--- src/cuPkg.sv ---
`default_nettype none

package cuPkg;

    localparam int addrBits = 8;
    localparam int wordBits = 43;

    typedef logic [31:0]         instrT;
    typedef logic [addrBits-1:0] stateAddrT;
    typedef logic [wordBits-1:0] microWordT;
    typedef logic [3:0]          aluOpT;     // CUOp field
    typedef logic [1:0]          muxSel2T;   // m, MA, MC and ALU-B select

    typedef enum logic [2:0] {
        nsEncoder   = 3'd0,  // Decoder output
        nsDirect1   = 3'd1,  // Back to fetch
        nsCtrlReg   = 3'd2,  // Jump field CR
        nsIncrement = 3'd3,
        nsStsCrEnc  = 3'd4,
        nsStsCrInc  = 3'd5,
        nsStsEncInc = 3'd6,
        nsStsCrDir1 = 3'd7
    } nextSelT;

    typedef enum logic [1:0] {
        stsLow  = 2'd0,
        stsCond = 2'd1,  // Condition passed
        stsMoc  = 2'd2,  // Memory operation complete
        stsHigh = 2'd3
    } statusSelT;

    typedef enum logic [1:0] {
        srcEncoder   = 2'd0,
        srcDirect1   = 2'd1,
        srcCtrlReg   = 2'd2,
        srcIncrement = 2'd3
    } addrSrcT;

    localparam stateAddrT stReset       = 8'd0;
    localparam stateAddrT stFetch       = 8'd1;   // First fetch state
    localparam stateAddrT stCond        = 8'd4;
    localparam stateAddrT stLogAriReg   = 8'd5;
    localparam stateAddrT stLogAriShift = 8'd6;
    localparam stateAddrT stLogAriImm   = 8'd7;
    localparam stateAddrT stTestReg     = 8'd8;
    localparam stateAddrT stTestShift   = 8'd9;
    localparam stateAddrT stTestImm     = 8'd10;
    localparam stateAddrT stMovReg      = 8'd11;
    localparam stateAddrT stMovShift    = 8'd12;
    localparam stateAddrT stMovImm      = 8'd13;
    localparam stateAddrT stBranch      = 8'd14;
    localparam stateAddrT stBranchLink  = 8'd15;
    localparam stateAddrT maxStateAddr  = 8'd16;  // Highest address held in the microstore

    // Microword field positions from N at the top
    localparam int posNextHi   = 42;
    localparam int posNextLo   = 40;
    localparam int posInv      = 39;
    localparam int posStsHi    = 38;
    localparam int posStsLo    = 37;
    localparam int posCrHi     = 36;
    localparam int posCrLo     = 29;
    localparam int posRfLoad   = 28;
    localparam int posIrLoad   = 27;
    localparam int posMarLoad  = 26;
    localparam int posMdrLoad  = 25;
    localparam int posRw       = 24;
    localparam int posMov      = 23;   // Bit 22 is spare
    localparam int posMuxMHi   = 21;
    localparam int posMuxMLo   = 20;
    localparam int posMuxAHi   = 19;
    localparam int posMuxALo   = 18;
    localparam int posMuxB     = 17;
    localparam int posMuxCHi   = 16;
    localparam int posMuxCLo   = 15;
    localparam int posAluASel  = 14;
    localparam int posAluBHi   = 13;
    localparam int posAluBLo   = 12;
    localparam int posMuxD     = 11;
    localparam int posMuxE     = 10;
    localparam int posAluOpHi  = 9;
    localparam int posAluOpLo  = 6;
    localparam int posMarClr   = 5;
    localparam int posMdrClr   = 4;
    localparam int posIrClr    = 3;
    localparam int posSrLoad   = 2;
    localparam int posSrClr    = 1;
    localparam int posCondEn   = 0;

    // State 0 with fields grouped as N_Inv_S_CR_loads_muxes_CUOp_clears
    localparam microWordT resetWord =
        43'b011_0_00_00000000_1000000_000000101110_1101_000000;

endpackage

`default_nettype wire

--- src/instrDecoder.sv ---
`timescale 1ns/100ps
`default_nettype none

module instrDecoder import cuPkg::*; (
    input  wire instrT Instr,
    output stateAddrT  decodedAddr
);

    logic [2:0] instrClass;  // Bits 27:25
    logic       regShift;    // Shift amount from a register
    logic       isTest;      // TST, TEQ, CMP, CMN
    logic       isMove;      // MOV opcode
    logic       linkBit;     // Branch with link

    assign instrClass = Instr[27:25];
    assign regShift   = Instr[4];
    assign isTest     = (Instr[24:23] == 2'b10);
    assign isMove     = (Instr[24:21] == 4'b1101);
    assign linkBit    = Instr[24];

    always_comb begin
        decodedAddr = stReset;
        case (instrClass)
            3'b000: begin  // Data processing with shifted register
                if (isTest) begin
                    decodedAddr = regShift ? stTestReg : stTestShift;
                end else if (isMove) begin
                    decodedAddr = regShift ? stMovReg : stMovShift;
                end else begin
                    decodedAddr = regShift ? stLogAriReg : stLogAriShift;
                end
            end
            3'b001: begin  // Data processing immediate
                if (isTest) begin
                    decodedAddr = stTestImm;
                end else if (isMove) begin
                    decodedAddr = stMovImm;
                end else begin
                    decodedAddr = stLogAriImm;
                end
            end
            3'b101: begin
                decodedAddr = linkBit ? stBranchLink : stBranch;
            end
            default: begin
                decodedAddr = stReset;  // Load/store and undefined classes
            end
        endcase
    end

endmodule

`default_nettype wire

--- src/nextAddressLogic.sv ---
`timescale 1ns/100ps
`default_nettype none

module nextAddressLogic import cuPkg::*; (
    input  wire logic      CLK,
    input  wire logic      CLR,
    input  wire nextSelT   NextSel,
    input  wire logic      Inv,
    input  wire statusSelT StatusSel,
    input  wire stateAddrT JumpAddr,
    input  wire stateAddrT decodedAddr,
    input  wire logic      CondPass,
    input  wire logic      Moc,
    output stateAddrT      nextAddr
);

    logic      stsRaw;    // Status before inversion
    logic      sts;
    addrSrcT   addrSrc;
    stateAddrT incrAddr;  // Incrementer register

    always_comb begin
        case (StatusSel)
            stsLow:  stsRaw = 1'b0;
            stsCond: stsRaw = CondPass;
            stsMoc:  stsRaw = Moc;
            default: stsRaw = 1'b1;  // stsHigh
        endcase
    end

    assign sts = stsRaw ^ Inv;

    // Next-state selector
    always_comb begin
        case (NextSel)
            nsEncoder:   addrSrc = srcEncoder;
            nsDirect1:   addrSrc = srcDirect1;
            nsCtrlReg:   addrSrc = srcCtrlReg;
            nsIncrement: addrSrc = srcIncrement;
            nsStsCrEnc:  addrSrc = sts ? srcCtrlReg : srcEncoder;
            nsStsCrInc:  addrSrc = sts ? srcCtrlReg : srcIncrement;
            nsStsEncInc: addrSrc = sts ? srcEncoder : srcIncrement;
            default:     addrSrc = sts ? srcCtrlReg : srcDirect1;  // nsStsCrDir1
        endcase
    end

    always_comb begin
        case (addrSrc)
            srcEncoder: nextAddr = decodedAddr;
            srcDirect1: nextAddr = stFetch;
            srcCtrlReg: nextAddr = JumpAddr;
            default:    nextAddr = incrAddr;
        endcase
    end

    // Holds the address after the one being loaded this cycle
    always_ff @(posedge CLK or negedge CLR) begin
        if (!CLR) begin
            incrAddr <= stFetch;
        end else begin
            incrAddr <= nextAddr + 8'd1;
        end
    end

    // Decoder, jump fields and incrementer together never leave the stored table
    nextAddrInRange: assert property (
        @(posedge CLK) disable iff (!CLR) nextAddr <= maxStateAddr
    ) else $error("nextAddr %0d is beyond the microstore", nextAddr);

endmodule

`default_nettype wire

--- src/microstore.sv ---
`timescale 1ns/100ps
`default_nettype none

module microstore import cuPkg::*; (
    input  wire stateAddrT Addr,
    output microWordT      Word
);

    // Fields grouped as N_Inv_S_CR_loads_muxes_CUOp_clears
    always_comb begin
        case (Addr)
            stReset: Word = resetWord;
            stFetch: Word = 43'b011_0_00_00000000_0010000_000010000010_1101_000000;  // MAR <- PC
            8'd2:    Word = 43'b011_0_00_00000000_1000110_100010110010_0100_000000;  // Read, PC+4
            // Loads IR and stays here until Moc
            8'd3:    Word = 43'b101_1_10_00000011_0100110_100000000000_0000_000000;
            // Back to fetch on a failed condition, else decode
            stCond:  Word = 43'b100_1_01_00000001_0000000_000000000000_0000_000000;
            stLogAriReg, stMovReg:
                Word = 43'b010_0_00_00000001_1000000_000000000000_0000_000001;
            stLogAriShift, stLogAriImm, stMovShift, stMovImm:
                Word = 43'b010_0_00_00000001_1000000_000000000100_0000_000001;
            stTestReg:
                Word = 43'b010_0_00_00000001_0000000_000000000000_0000_000101;  // Flags only
            stTestShift, stTestImm:
                Word = 43'b010_0_00_00000001_0000000_000000000100_0000_000101;
            stBranch:
                Word = 43'b010_0_00_00000001_1000000_000010110110_0100_000001;
            stBranchLink:
                Word = 43'b011_0_00_00000000_1000000_000011100010_1101_000001;  // Save LR
            8'd16:
                Word = 43'b010_0_00_00000001_1000000_000010110110_0100_000000;  // Link branch
            default: Word = resetWord;
        endcase
    end

endmodule

`default_nettype wire

--- src/microRegister.sv ---
`timescale 1ns/100ps
`default_nettype none

module microRegister import cuPkg::*; (
    input  wire logic      CLK,
    input  wire logic      CLR,
    input  wire microWordT Word,
    input  wire stateAddrT Addr,
    output nextSelT        NextSel,
    output logic           Inv,
    output statusSelT      StatusSel,
    output stateAddrT      JumpAddr,
    output logic           RfLoad,
    output logic           IrLoad,
    output logic           MarLoad,
    output logic           MdrLoad,
    output logic           Rw,
    output logic           Mov,
    output muxSel2T        MuxA,
    output logic           MuxB,
    output muxSel2T        MuxC,
    output muxSel2T        MuxM,
    output logic           AluASel,
    output muxSel2T        AluBSel,
    output logic           MuxD,
    output logic           MuxE,
    output aluOpT          AluOp,
    output logic           MarClr,
    output logic           MdrClr,
    output logic           IrClr,
    output logic           SrLoad,
    output logic           SrClr,
    output logic           CondEn,
    output stateAddrT      StateAddr
);

    microWordT wordQ;  // Current microword

    always_ff @(posedge CLK or negedge CLR) begin
        if (!CLR) begin
            wordQ     <= resetWord;
            StateAddr <= stReset;
        end else begin
            wordQ     <= Word;
            StateAddr <= Addr;
        end
    end

    assign NextSel   = nextSelT'(wordQ[posNextHi:posNextLo]);
    assign Inv       = wordQ[posInv];
    assign StatusSel = statusSelT'(wordQ[posStsHi:posStsLo]);
    assign JumpAddr  = wordQ[posCrHi:posCrLo];

    assign RfLoad  = wordQ[posRfLoad];
    assign IrLoad  = wordQ[posIrLoad];
    assign MarLoad = wordQ[posMarLoad];
    assign MdrLoad = wordQ[posMdrLoad];
    assign Rw      = wordQ[posRw];
    assign Mov     = wordQ[posMov];   // Held through a Moc wait
    assign MuxM    = wordQ[posMuxMHi:posMuxMLo];
    assign MuxA    = wordQ[posMuxAHi:posMuxALo];
    assign MuxB    = wordQ[posMuxB];
    assign MuxC    = wordQ[posMuxCHi:posMuxCLo];
    assign AluASel = wordQ[posAluASel];
    assign AluBSel = wordQ[posAluBHi:posAluBLo];
    assign MuxD    = wordQ[posMuxD];
    assign MuxE    = wordQ[posMuxE];
    assign AluOp   = wordQ[posAluOpHi:posAluOpLo];
    assign MarClr  = wordQ[posMarClr];
    assign MdrClr  = wordQ[posMdrClr];
    assign IrClr   = wordQ[posIrClr];
    assign SrLoad  = wordQ[posSrLoad];
    assign SrClr   = wordQ[posSrClr];
    assign CondEn  = wordQ[posCondEn];

    // Instruction, status inputs and table must together keep the state defined
    stateAddrKnown: assert property (
        @(posedge CLK) disable iff (!CLR) !$isunknown(StateAddr)
    ) else $error("StateAddr is unknown");

endmodule

`default_nettype wire

--- src/controlUnit.sv ---
`timescale 1ns/100ps
`default_nettype none

module controlUnit import cuPkg::*; (
    input  wire logic  CLK,
    input  wire logic  CLR,
    input  wire instrT Instr,
    input  wire logic  CondPass,
    input  wire logic  Moc,
    output logic       RfLoad,
    output logic       IrLoad,
    output logic       MarLoad,
    output logic       MdrLoad,
    output logic       Rw,
    output logic       Mov,
    output muxSel2T    MuxA,
    output logic       MuxB,
    output muxSel2T    MuxC,
    output muxSel2T    MuxM,
    output logic       AluASel,
    output muxSel2T    AluBSel,
    output logic       MuxD,
    output logic       MuxE,
    output aluOpT      AluOp,
    output logic       MarClr,
    output logic       MdrClr,
    output logic       IrClr,
    output logic       SrLoad,
    output logic       SrClr,
    output logic       CondEn,
    output stateAddrT  StateAddr
);

    stateAddrT decodedAddr;
    stateAddrT nextAddr;
    microWordT nextWord;   // Word for nextAddr, loaded on the edge
    nextSelT   nextSel;
    logic      inv;
    statusSelT statusSel;
    stateAddrT jumpAddr;

    instrDecoder decoder (
        .Instr       (Instr),
        .decodedAddr (decodedAddr)
    );

    nextAddressLogic addrLogic (
        .CLK         (CLK),
        .CLR         (CLR),
        .NextSel     (nextSel),
        .Inv         (inv),
        .StatusSel   (statusSel),
        .JumpAddr    (jumpAddr),
        .decodedAddr (decodedAddr),
        .CondPass    (CondPass),
        .Moc         (Moc),
        .nextAddr    (nextAddr)
    );

    microstore store (
        .Addr (nextAddr),
        .Word (nextWord)
    );

    microRegister wordReg (
        .CLK       (CLK),
        .CLR       (CLR),
        .Word      (nextWord),
        .Addr      (nextAddr),
        .NextSel   (nextSel),
        .Inv       (inv),
        .StatusSel (statusSel),
        .JumpAddr  (jumpAddr),
        .RfLoad    (RfLoad),
        .IrLoad    (IrLoad),
        .MarLoad   (MarLoad),
        .MdrLoad   (MdrLoad),
        .Rw        (Rw),
        .Mov       (Mov),
        .MuxA      (MuxA),
        .MuxB      (MuxB),
        .MuxC      (MuxC),
        .MuxM      (MuxM),
        .AluASel   (AluASel),
        .AluBSel   (AluBSel),
        .MuxD      (MuxD),
        .MuxE      (MuxE),
        .AluOp     (AluOp),
        .MarClr    (MarClr),
        .MdrClr    (MdrClr),
        .IrClr     (IrClr),
        .SrLoad    (SrLoad),
        .SrClr     (SrClr),
        .CondEn    (CondEn),
        .StateAddr (StateAddr)
    );

endmodule

`default_nettype wire

--- config.mk ---
export PLATFORM = sky130hd
export DESIGN_NAME = controlUnit
export DESIGN_NICKNAME = d
export VERILOG_FILES = /design/src/cuPkg.sv /design/src/instrDecoder.sv /design/src/nextAddressLogic.sv /design/src/microstore.sv /design/src/microRegister.sv /design/src/controlUnit.sv
export SDC_FILE = /design/constraint.sdc
export NUM_CORES = 1
export LEC_CHECK = 0
export ABC_AREA = 1
export BUFFER_PORTS_ARGS = -buffer_cell sky130_fd_sc_hd__buf_2
export CELL_PAD_IN_SITES_DETAIL_PLACEMENT = 1
export CELL_PAD_IN_SITES_GLOBAL_PLACEMENT = 2
export CORE_MARGIN = 3
export CORE_UTILIZATION = 31
export DETAILED_ROUTE_END_ITERATION = 16
export GPL_TIMING_DRIVEN = 1
export PLACE_DENSITY_LB_ADDON = 0.1
export SETUP_SLACK_MARGIN = 0.15
export SYNTH_ARGS = -nofsm -noshare
export SYNTH_HDL_FRONTEND = slang
export SYNTH_SLANG_ARGS = --single-unit
--- constraint.sdc ---
create_clock -name CLK -period 3.89 [get_ports CLK]
set_input_delay 0.5835 -clock CLK [delete_from_list [all_inputs] [get_ports CLK]]
set_output_delay 0.5835 -clock CLK [all_outputs]
set_load 0.01 [all_outputs]
; Yosys cells after proc, flatten, opt, wreduce, memory -nomap -nowiden
; Memory sizes are Yosys's and may differ from the RTL's.
; Cells that the tools add are included.
[word_totals]
reg_bits = 59
mem_bits_ro = 832
output_inout_bits = 36
memories = 1
[memory_table]
columns = memory, words, width, rd, rd_clocked_by_memory_dff, wr, line
row1 = (name not given), 32, 26, 1, 0, 0, microstore.sv:11  ; case (Addr)
[op_classes]
add_sub_neg = 1
eq_ne = 14
mux = 17
bitwise_logic = 1
n_reduce_logical = 5
[ops]
columns = operator, n
row1 = $pmux 8 s3, 2
row2 = $mux 43, 1
row3 = $mux 8, 3
row4 = $pmux 2 s7, 1
row5 = $eq 3x3->1 const B, 4
row6 = $logic_not 3->1, 3
row7 = $add 8x1->8 const B, 1
row8 = $mux 2, 4
row9 = $eq 2x2->1 const B, 3
row10 = $eq 3x1->1 const B, 2
row11 = $eq 3x2->1 const B, 2
row12 = $eq 2x1->1 const B, 2
row13 = $eq 4x4->1 const B, 1
row14 = $logic_not 2->1, 2
row15 = $mux 4, 1
row16 = $mux 1, 3
row17 = $mux 3, 1
row18 = $pmux 1 s3, 1
row19 = $xor 1x1->1, 1

; Depth between registers and ports, before layout
; Gate-level depths: netlist of run 1.
[logic_depth]
word_depth = 9
depth_mapped = 17
mapped_depth_nobuf = 17

; Hierarchy
; From an unflattened synthesis of run 1, not the netlist that was laid out.
[hier_totals]
hier_cells = 294
hier_area_um2 = 2788.9
[by_module_without_submodules]
columns = mod, n_inst, cells_each, area_per_inst_um2, seq_area_each_um2
row1 = microRegister, 1, 50, 1263.7, 1263.7
row2 = nextAddressLogic, 1, 107, 739.5, 201.4
row3 = microstore, 1, 98, 603.1, 0.0
row4 = instrDecoder, 1, 39, 182.7, 0.0

; Least setup slack after synthesis of run 1
; OpenSTA, ideal clock, no wires.
[synth_path]
kind = input to register
startpoint = in Instr[22]
endpoint = reg wordReg.wordQ[29]
t_arrival_ns = 2.111
setup_slack_ns = 1.663
cell_stages = 17
cell_sequence = inv_1 > nand2_1 > nor2_1 > ha_1 > a21oi_1 > nand2_1 > nand3_1 > nand4_4 > nand2_4 > nand2_4 > ha_1 > nand3_1 > nor2_1 > nand2_1 > nand2_2 > nand2_1 > nand2_1
[synth_between]
elab_chain_len = 7
word_cells_on_any_way = 9
cone_classes = 1 x eq/ne / 7 x mux / 1 x memory
[synth_rtl]
columns = element, line
row1 = start: declaration, controlUnit.sv:7  ; input wire instrT Instr,
row2 = $eq 4x4->1 (*), instrDecoder.sv:18  ; assign isMove = (Instr[24:21] == 4'b1101);
row3 = $mux 8 / $mux 4 (equally long branches), "instrDecoder.sv:27, instrDecoder.sv:36"
row4 = $mux 8 (on tied branches), "instrDecoder.sv:25, instrDecoder.sv:34"
row5 = $pmux 8 s3 (*), instrDecoder.sv:23  ; case (instrClass)
row6 = $pmux 8 s3 (*), nextAddressLogic.sv:48  ; case (addrSrc)
row7 = $mem_v2 32x26 (*), --
row8 = $mux 43 (*), microstore.sv:11
row9 = via nextWord[29], controlUnit.sv:36  ; microWordT nextWord;
row10 = end signal: assignment, microRegister.sv:41  ; wordQ <= resetWord;
row11 = end signal: assignment, microRegister.sv:44  ; wordQ <= Word;
row12 = end: declaration, microRegister.sv:37  ; microWordT wordQ;
; The timed path passes the listed nets; every way through them passes the cells marked *.

; Worst setup path in the final report of run 1
[layout_path]
startpoint = reg wordReg.wordQ[40]
endpoint = reg wordReg.wordQ[29]
[layout_between]
elab_chain_len = 6
word_cells_on_any_way = 15
cone_classes = 8 x eq/ne / 3 x mux / 3 x reduce/logical / 1 x memory
[layout_rtl]
columns = element, line
row1 = "$eq 3x3->1, or another cell as far along", nextAddressLogic.sv:35  ; case (NextSel)
row2 = $pmux 2 s7 (*), nextAddressLogic.sv:35
row3 = "$eq 2x2->1, or another cell as far along", nextAddressLogic.sv:48
row4 = $pmux 8 s3 (*), nextAddressLogic.sv:48
row5 = $mem_v2 32x26 / $logic_not 3->1 (equally long branches), --
row6 = $mux 43 (*), microstore.sv:11
row7 = via nextWord[29], controlUnit.sv:36
; Marks and branches as above.

==> results of run 1 <==
-- worst min path at each step --
stage | start | to | cells past startpoint
6_report | CLR | wordReg.wordQ[39] | 1
5_1_grt | CLR | wordReg.wordQ[39] | 1
4_1_cts | CLR | wordReg.wordQ[24] | 1
3_5_place_dp | addrLogic.incrAddr[6] | wordReg.StateAddr[6] | 2
3_3_place_gp | addrLogic.incrAddr[6] | wordReg.StateAddr[6] | 2
2_1_floorplan | CLR | addrLogic.incrAddr[1] | 0
-- layout make-up --
type                            instances  share of cell area (%)
Multi-Input combinational cell        182                    42.5
Clock inverter                          3                    1.75
Sequential cell                        35                    35.4
Tap cell                               93                    4.64
Timing Repair Buffer                   37                    7.38
Clock buffer                            5                    2.74
Inverter                               37                    5.64
-- cells in the final DEF, fill, tap and decap left out, types with 2 or more instances in the layout --
| cell type | synthesis | layout |
|---|---|---|
| nand2_1 | 58 | 58 |
| buf_2 | 0 | 37 |
| inv_1 | 29 | 29 |
| dfrtp_1 | 26 | 26 |
| nor2_1 | 24 | 24 |
| nand3_1 | 18 | 18 |
| nand2_2 | 11 | 11 |
| conb_1 | 1 | 10 |
| nand2_4 | 9 | 9 |
| dfstp_2 | 9 | 9 |
| nand4_1 | 8 | 8 |
| inv_2 | 7 | 7 |
| a21oi_1 | 6 | 6 |
| ha_1 | 6 | 6 |
| o21ai_0 | 5 | 5 |
| clkbuf_8 | 0 | 5 |
| o21ai_1 | 4 | 4 |
| nor2_2 | 3 | 3 |
| nor2_4 | 3 | 3 |
| a21oi_4 | 2 | 2 |
| nand3_2 | 2 | 2 |
| nand4_4 | 2 | 2 |
| o21ai_2 | 2 | 2 |
| nor3_2 | 2 | 2 |
-- registers in the layout, indices dropped and copies added, names as in the netlist --
register            cells
wordReg.StateAddr       8
wordReg.wordQ          19
addrLogic.incrAddr      8
-- Yosys cell counts, drive strengths merged --
master	instances
nor3	3
nor2	30
or2	1
o211ai	1
nand2	78
buf	16
nand4	10
o21ai	12
dfstp	9
o31ai	1
inv	37
a21oi	8
dfrtp	26
conb	1
ha	6
o21bai	1
nand3	21
-- through the flow --
step                      hold slack [ns]  util (%)  setup WS [ns]  power (uW)  cell area, sq um
after floorplan                     0.288         -           1.66        1680              2220
after global placement              0.537      36.3           1.21        2020              2400
after CTS                           0.397      38.0           1.46        2360              2510
final                               0.365      38.0           1.48        2320              2510
after global routing                0.420      38.0           1.25        2570              2510
after detailed placement            0.545      36.3           1.23        2020              2400
-- power by group --
| group | leakage (uW) | internal, uW | switching (uW) |
|---|---|---|---|
| registers | 0.000439 | 530 | 48.0 |
| logic | 0.000849 | 460 | 951 |
| clock network | 0.0000581 | 191 | 135 |
| total | 0.00135 | 1180 | 1130 |
-- cell families after synthesis --
logic type	share of synthesized area, %
simple gates	35.8
buf+inv	12.3
flops	40.5
compound gates	7.72
fa+ha+maj	3.43
other cells	0.171
-- worst reg2reg max path: stages, from the launching register on --
cell and delay [ns]:
dfstp_2 0.56, nand2_1 0.07, nand2_1 0.15, inv_1 0.12, nand2_4 0.14, nand3_2 0.11
o21ai_2 0.13, nand2_4 0.11, nand2_4 0.12, ha_1 0.18, nand3_1 0.08, nor2_1 0.20
nand2_1 0.10, nand2_2 0.12, nand2_1 0.09, nand2_1 0.07
-- per-layer routing --
metal	vias up	track usage [%]	part of all wire [%]
li1	871	-	-
met1	846	17.9	46
met2	28	22.7	49
met3	6	2.50	3.4
met4	0	4.59	1.4
met5	-	0	0
==> impl_metrics.py, run 1 <==
metrics = {
    "layout": {
        "n_antenna_cell": 0,
        "final-seq-area_sq_um": 887,
        "stdcell_count": 392,
        "fillers": 836,
        "multi_input_comb_area_sq_um": 1070,
        "fin_nets": 340,
        "final_layout_size_suffix_gt1_share_pct": 34.1,
        "syn2layout_area_growth_pct": 14.6,
    },
    "hold_path": {
        "hold_class": "in2async",
    },
    "route": {
        "dr.pass1.iters": 4,
        "drt_iter0_drc": 45,
        "drt-wirelength-per-cell_um": 13.1,
        "drc": 0,
        "ant_nets": 0,
        "routed_wl_um": 5130,
        "num_vias": 1751,
        "via_per_inst": 4.47,
    },
    "run": {
        "maxCapViolCount": 0,
    },
    "critical_path": {
        "ff2ff_setup_slack_ns": 1.48,
        "worstPathArrival_ns": 2.65,
        "start_kind": "flop",
        "worstSetupEndpoint": "wordReg.wordQ[29]",
        "path_class": "reg2reg",
        "crit-reg2reg-capture": "wordReg.wordQ[29]",
        "cp_cell_sequence": "nand2_1 -> nand2_1 -> inv_1 -> nand2_4 -> nand3_2 -> o21ai_2 -> nand2_4 -> nand2_4 -> ha_1 -> nand3_1 -> nor2_1 -> nand2_1 -> nand2_2 -> nand2_1 -> nand2_1",
        "cp.depth": 15,
        "crit_path_frequent_cell": "nand2_1",
        "reg2reg_depth": 15,
        "end_kind": "flop",
        "crit_required_ns": 4.12,
        "critical_path.top_delay_family": "simple AND/OR/NAND/NOR gates",
        "crit_buf_inv": 1,
        "cp_slowest_cell": "dfstp_2",
        "critPathLaunch": "wordReg.wordQ[40]",
        "slowest_delay_ns": 0.56,
        "r2r-start": "wordReg.wordQ[40]",
        "cp_max_fo": 6,
    },
    "clocking": {
        "cts_setup_buffers": 0,
        "path_clk_slew_ns": 0.08,
        "clk-insertion-delay-late_ns": 0.29,
        "cts_sinks": 35,
        "cts-htree-levels": 2,
        "clock_path_buffers": 2,
        "holdBufCountCts": 0,
        "cts_tree": "yes",
        "cts_root_buffer": "clkbuf_8",
        "cts_buffers": 5,
        "post_cts_resized": 0,
    },
    "sta": {
        "fin_skew_ns": 0.0131,
        "finalCriticalPeriod_ns": 2.41,
        "rsz0062_at_grt": "false",
        "worst_pin_slew_ns": 0.786,
        "fin_crit_sh_pct": 62.0,
        "hold_violations": 0,
        "max_freq_mhz": 415,
        "tns_ns": 0,
        "slew-limit-headroom_pct": 47.6,
        "finalSetupViolCount": 0,
        "slew_violations": 0,
    },
    "floorplanning": {
        "die_x_um": 90.0,
        "fp.coreArea_sq_um": 6600,
        "dieArea_sq_um": 8100,
        "rows": 29,
        "dieHeight_um": 90.0,
        "initial_core_util_pct": 33.1,
        "ioPinCount": 72,
    },
    "yosys": {
        "netlist_top_cells_area": "dfrtp_1, dfstp_2, nand2_1",
        "seq_area_frac_synth_pct": 40.5,
        "synth_seq_cells": 35,
        "synth.avg_cell_area_sq_um": 8.38,
        "post-synth-top-area-fraction_pct": 29.7,
        "ys_warn_count": 0,
        "netlist_area_sq_um": 2190,
        "synth_cell_type_count": 32,
        "yosys.area.top_type": "dfrtp_1",
        "synth_cells": 261,
    },
    "place": {
        "place_hpwl_um": 4020,
        "dp.cells": 384,
        "io_buffers": 37,
        "place_congestion": 0.713,
    },
    "global_route": {
        "grt_pass1_vias": 1789,
        "grt_pass1_wl_um": 9000,
        "antenna_found_initial": 0,
        "grt_overflow": 0,
        "track_usage_pct": 13.7,
        "grt_max_degree": 36,
    },
    "power": {
        "leakage_uw": 0.00135,
        "p_per_area_nw_per_um2": 923,
        "irDropWorstVdd_v": 0.000398,
    },
    "status": {
        "outcome": "complete, no violations",
    },
}
No activity file was read; power rests on OpenSTA's default activity.
==> run 2: changes to the inputs <==
--- a/config.mk
+++ b/config.mk
@@ -10,7 +10,7 @@
 export CELL_PAD_IN_SITES_DETAIL_PLACEMENT = 1
 export CELL_PAD_IN_SITES_GLOBAL_PLACEMENT = 2
 export CORE_MARGIN = 3
-export CORE_UTILIZATION = 31
+export CORE_UTILIZATION = 29
 export DETAILED_ROUTE_END_ITERATION = 16
 export GPL_TIMING_DRIVEN = 1
 export PLACE_DENSITY_LB_ADDON = 0.1
==> constraint.sdc (replaced) <==
create_clock -name CLK -period 2.5 [get_ports CLK]
set_input_delay 0.375 -clock CLK [delete_from_list [all_inputs] [get_ports CLK]]
set_output_delay 0.375 -clock CLK [all_outputs]
set_load 0.01 [all_outputs]
==> impl_metrics.py, run 2 (same netlist as run 1, synthesis figures left out) <==
metrics = {
    "status": {
        "outcome": "complete, no violations",
    },
    "floorplanning": {
        "die_x_um": 92.9,
        "dieArea_sq_um": 8620,
        "fp.coreArea_sq_um": 7290,
        "rows": 31,
        "ioPinCount": 72,
        "initial_core_util_pct": 30.0,
        "dieHeight_um": 92.9,
    },
    "place": {
        "place_congestion": 0.773,
        "placedInstanceArea_sq_um": 2490,
        "io_buffers": 37,
        "place_hpwl_um": 4270,
    },
    "critical_path": {
        "cp_max_fo": 7,
        "crit-reg2reg-capture": "wordReg.wordQ[29]",
        "end_kind": "flop",
        "reg2reg_depth": 14,
        "start_kind": "flop",
        "ff2ff_setup_slack_ns": 0.30,
        "r2r-start": "wordReg.wordQ[40]",
        "worstPathArrival_ns": 2.43,
        "crit_required_ns": 2.73,
        "path_class": "reg2reg",
    },
    "route": {
        "routed_wl_um": 5620,
        "num_vias": 1835,
        "dr.pass1.iters": 4,
        "drt-wirelength-per-cell_um": 13.2,
        "drt_iter0_drc": 36,
        "drc": 0,
        "ant_nets": 0,
        "via_per_inst": 4.32,
    },
    "layout": {
        "stdcell_area_sq_um": 2770,
        "final_layout_size_suffix_gt1_share_pct": 42.6,
        "syn2layout_area_growth_pct": 26.4,
        "top_regs": "wordReg.wordQ: 19 flops, addrLogic.incrAddr: 8 flops, wordReg.StateAddr: 8 flops",
        "fin_nets": 367,
        "layout_common_cells": "nand2_1, buf_2, inv_1, buf_4, dfrtp_1",
        "final_common_cell": "nand2_1",
        "n_antenna_cell": 0,
        "fillers": 927,
        "largest_reg_flops": 19,
        "top_register": "wordReg.wordQ",
    },
    "global_route": {
        "grt_overflow": 0,
        "grt_pass1_wl_um": 9070,
        "track_usage_pct": 13.5,
        "grt_pass1_vias": 1829,
        "antenna_found_initial": 0,
        "grt_max_degree": 36,
    },
    "clocking": {
        "path_clk_slew_ns": 0.08,
        "cts_sinks": 35,
        "cts_buffers": 5,
        "cts-htree-levels": 2,
        "cts_tree": "yes",
        "clock_path_buffers": 2,
        "cts_root_buffer": "clkbuf_8",
        "holdBufCountCts": 0,
        "clk-insertion-delay-late_ns": 0.29,
    },
    "power": {
        "p_per_area_nw_per_um2": 1540,
        "leakage_uw": 0.00146,
        "irDropWorstVdd_v": 0.000490,
        "power.internal_uw": 2240,
        "clkPwrFrac_pct": 9.7,
        "swShare_pct": 47.3,
        "share_comb_of_total_power_pct": 68.9,
        "p_switching_uw": 2010,
        "p_total_uw": 4250,
        "seqPwrFrac_pct": 21.5,
    },
    "hold_path": {
        "hold_class": "in2async",
    },
    "sta": {
        "fin_skew_ns": 0.00929,
        "slew-limit-headroom_pct": 47.2,
        "worst_pin_slew_ns": 0.792,
        "fin_crit_sh_pct": 88.1,
        "finalCriticalPeriod_ns": 2.20,
        "slew_violations": 0,
        "rsz0062_at_grt": "true",
        "max_freq_mhz": 454,
        "finalSetupViolCount": 0,
        "tns_ns": 0,
        "hold_violations": 0,
    },
    "run": {
        "maxCapViolCount": 0,
    },
}
## run 2: cell count changes in the layout (fill, tap and decap cells not counted), moves of 2 or more
| cell | previous run | this run |
|---|---|---|
| nor2_4 | 3 | 5 |
| clkinvlp_4 | 0 | 2 |
| nor2_1 | 24 | 22 |
| nand2_2 | 11 | 16 |
| nand2_1 | 58 | 53 |
| buf_4 | 0 | 27 |
## run 2: worst max path at each step
stage	start	to	slack (ns)	cells after the start
final	wordReg.wordQ[40]	wordReg.wordQ[29]	0.30	14
after detailed placement	Instr[22]	wordReg.wordQ[29]	0.09	18
after global routing	wordReg.wordQ[40]	wordReg.wordQ[9]	0.13	15
after global placement	Instr[22]	wordReg.wordQ[29]	0.08	18
after CTS	wordReg.wordQ[40]	wordReg.wordQ[29]	0.15	15
after floorplan	wordReg.wordQ[40]	wordReg.wordQ[29]	0.45	15
## run 2: timing repair
item,CTS,global route
endpoints found under the setup margin,0,7
setup buffers,0,16
gates resized for setup,0,18
## run 2: routing by layer
layer	global-route usage, %	vias to the layer above	routed length (um)
met5	0	-	0
met4	4.15	0	59
met3	2.84	5	153
met2	21.4	22	2730
met1	18.3	878	2670
li1	-	930	-
## run 2: cell type report
cell class	count	area [sq um]	share of cell area, %
Multi-Input combinational cell	182	1130	40.9
Tap cell	99	124	4.48
Clock buffer	5	68.8	2.49
Sequential cell	35	888	32.1
Timing Repair Buffer	64	388	14.0
Inverter	37	146	5.29
Clock inverter	3	20.0	0.724
## run 2: metrics by stage
step	worst slack (ns)	utilization (%)	hold slack (ns)	std cells
global placement	0.0826	34.1	0.505	401
detailed placement	0.0906	34.1	0.504	401
global route	0.125	37.9	0.207	425
finish	0.299	37.9	0.164	425
floorplan	0.446	-	0.0794	270
CTS	0.152	35.3	0.184	409
## run 2: power groups by stage
stage	sequential, uW	clock, uW	combinational, uW
floorplan	971	0	1650
global placement	912	0	2450
detailed placement	921	0	2460
CTS	910	432	2470
global route	937	450	3230
finish	913	411	2930
## run 2: critical path: stages (launching register included)
cell and delay [ns]:
dfstp_2 0.55, nand2_2 0.08, nor2_4 0.15, inv_2 0.08, nand2_4 0.07, nand2_4 0.07
nand4_1 0.12, nand2_2 0.09, nand2_4 0.09, buf_4 0.18, nand2_2 0.07, ha_1 0.21
o21ai_0 0.21, nand2_2 0.10, nand2_2 0.06
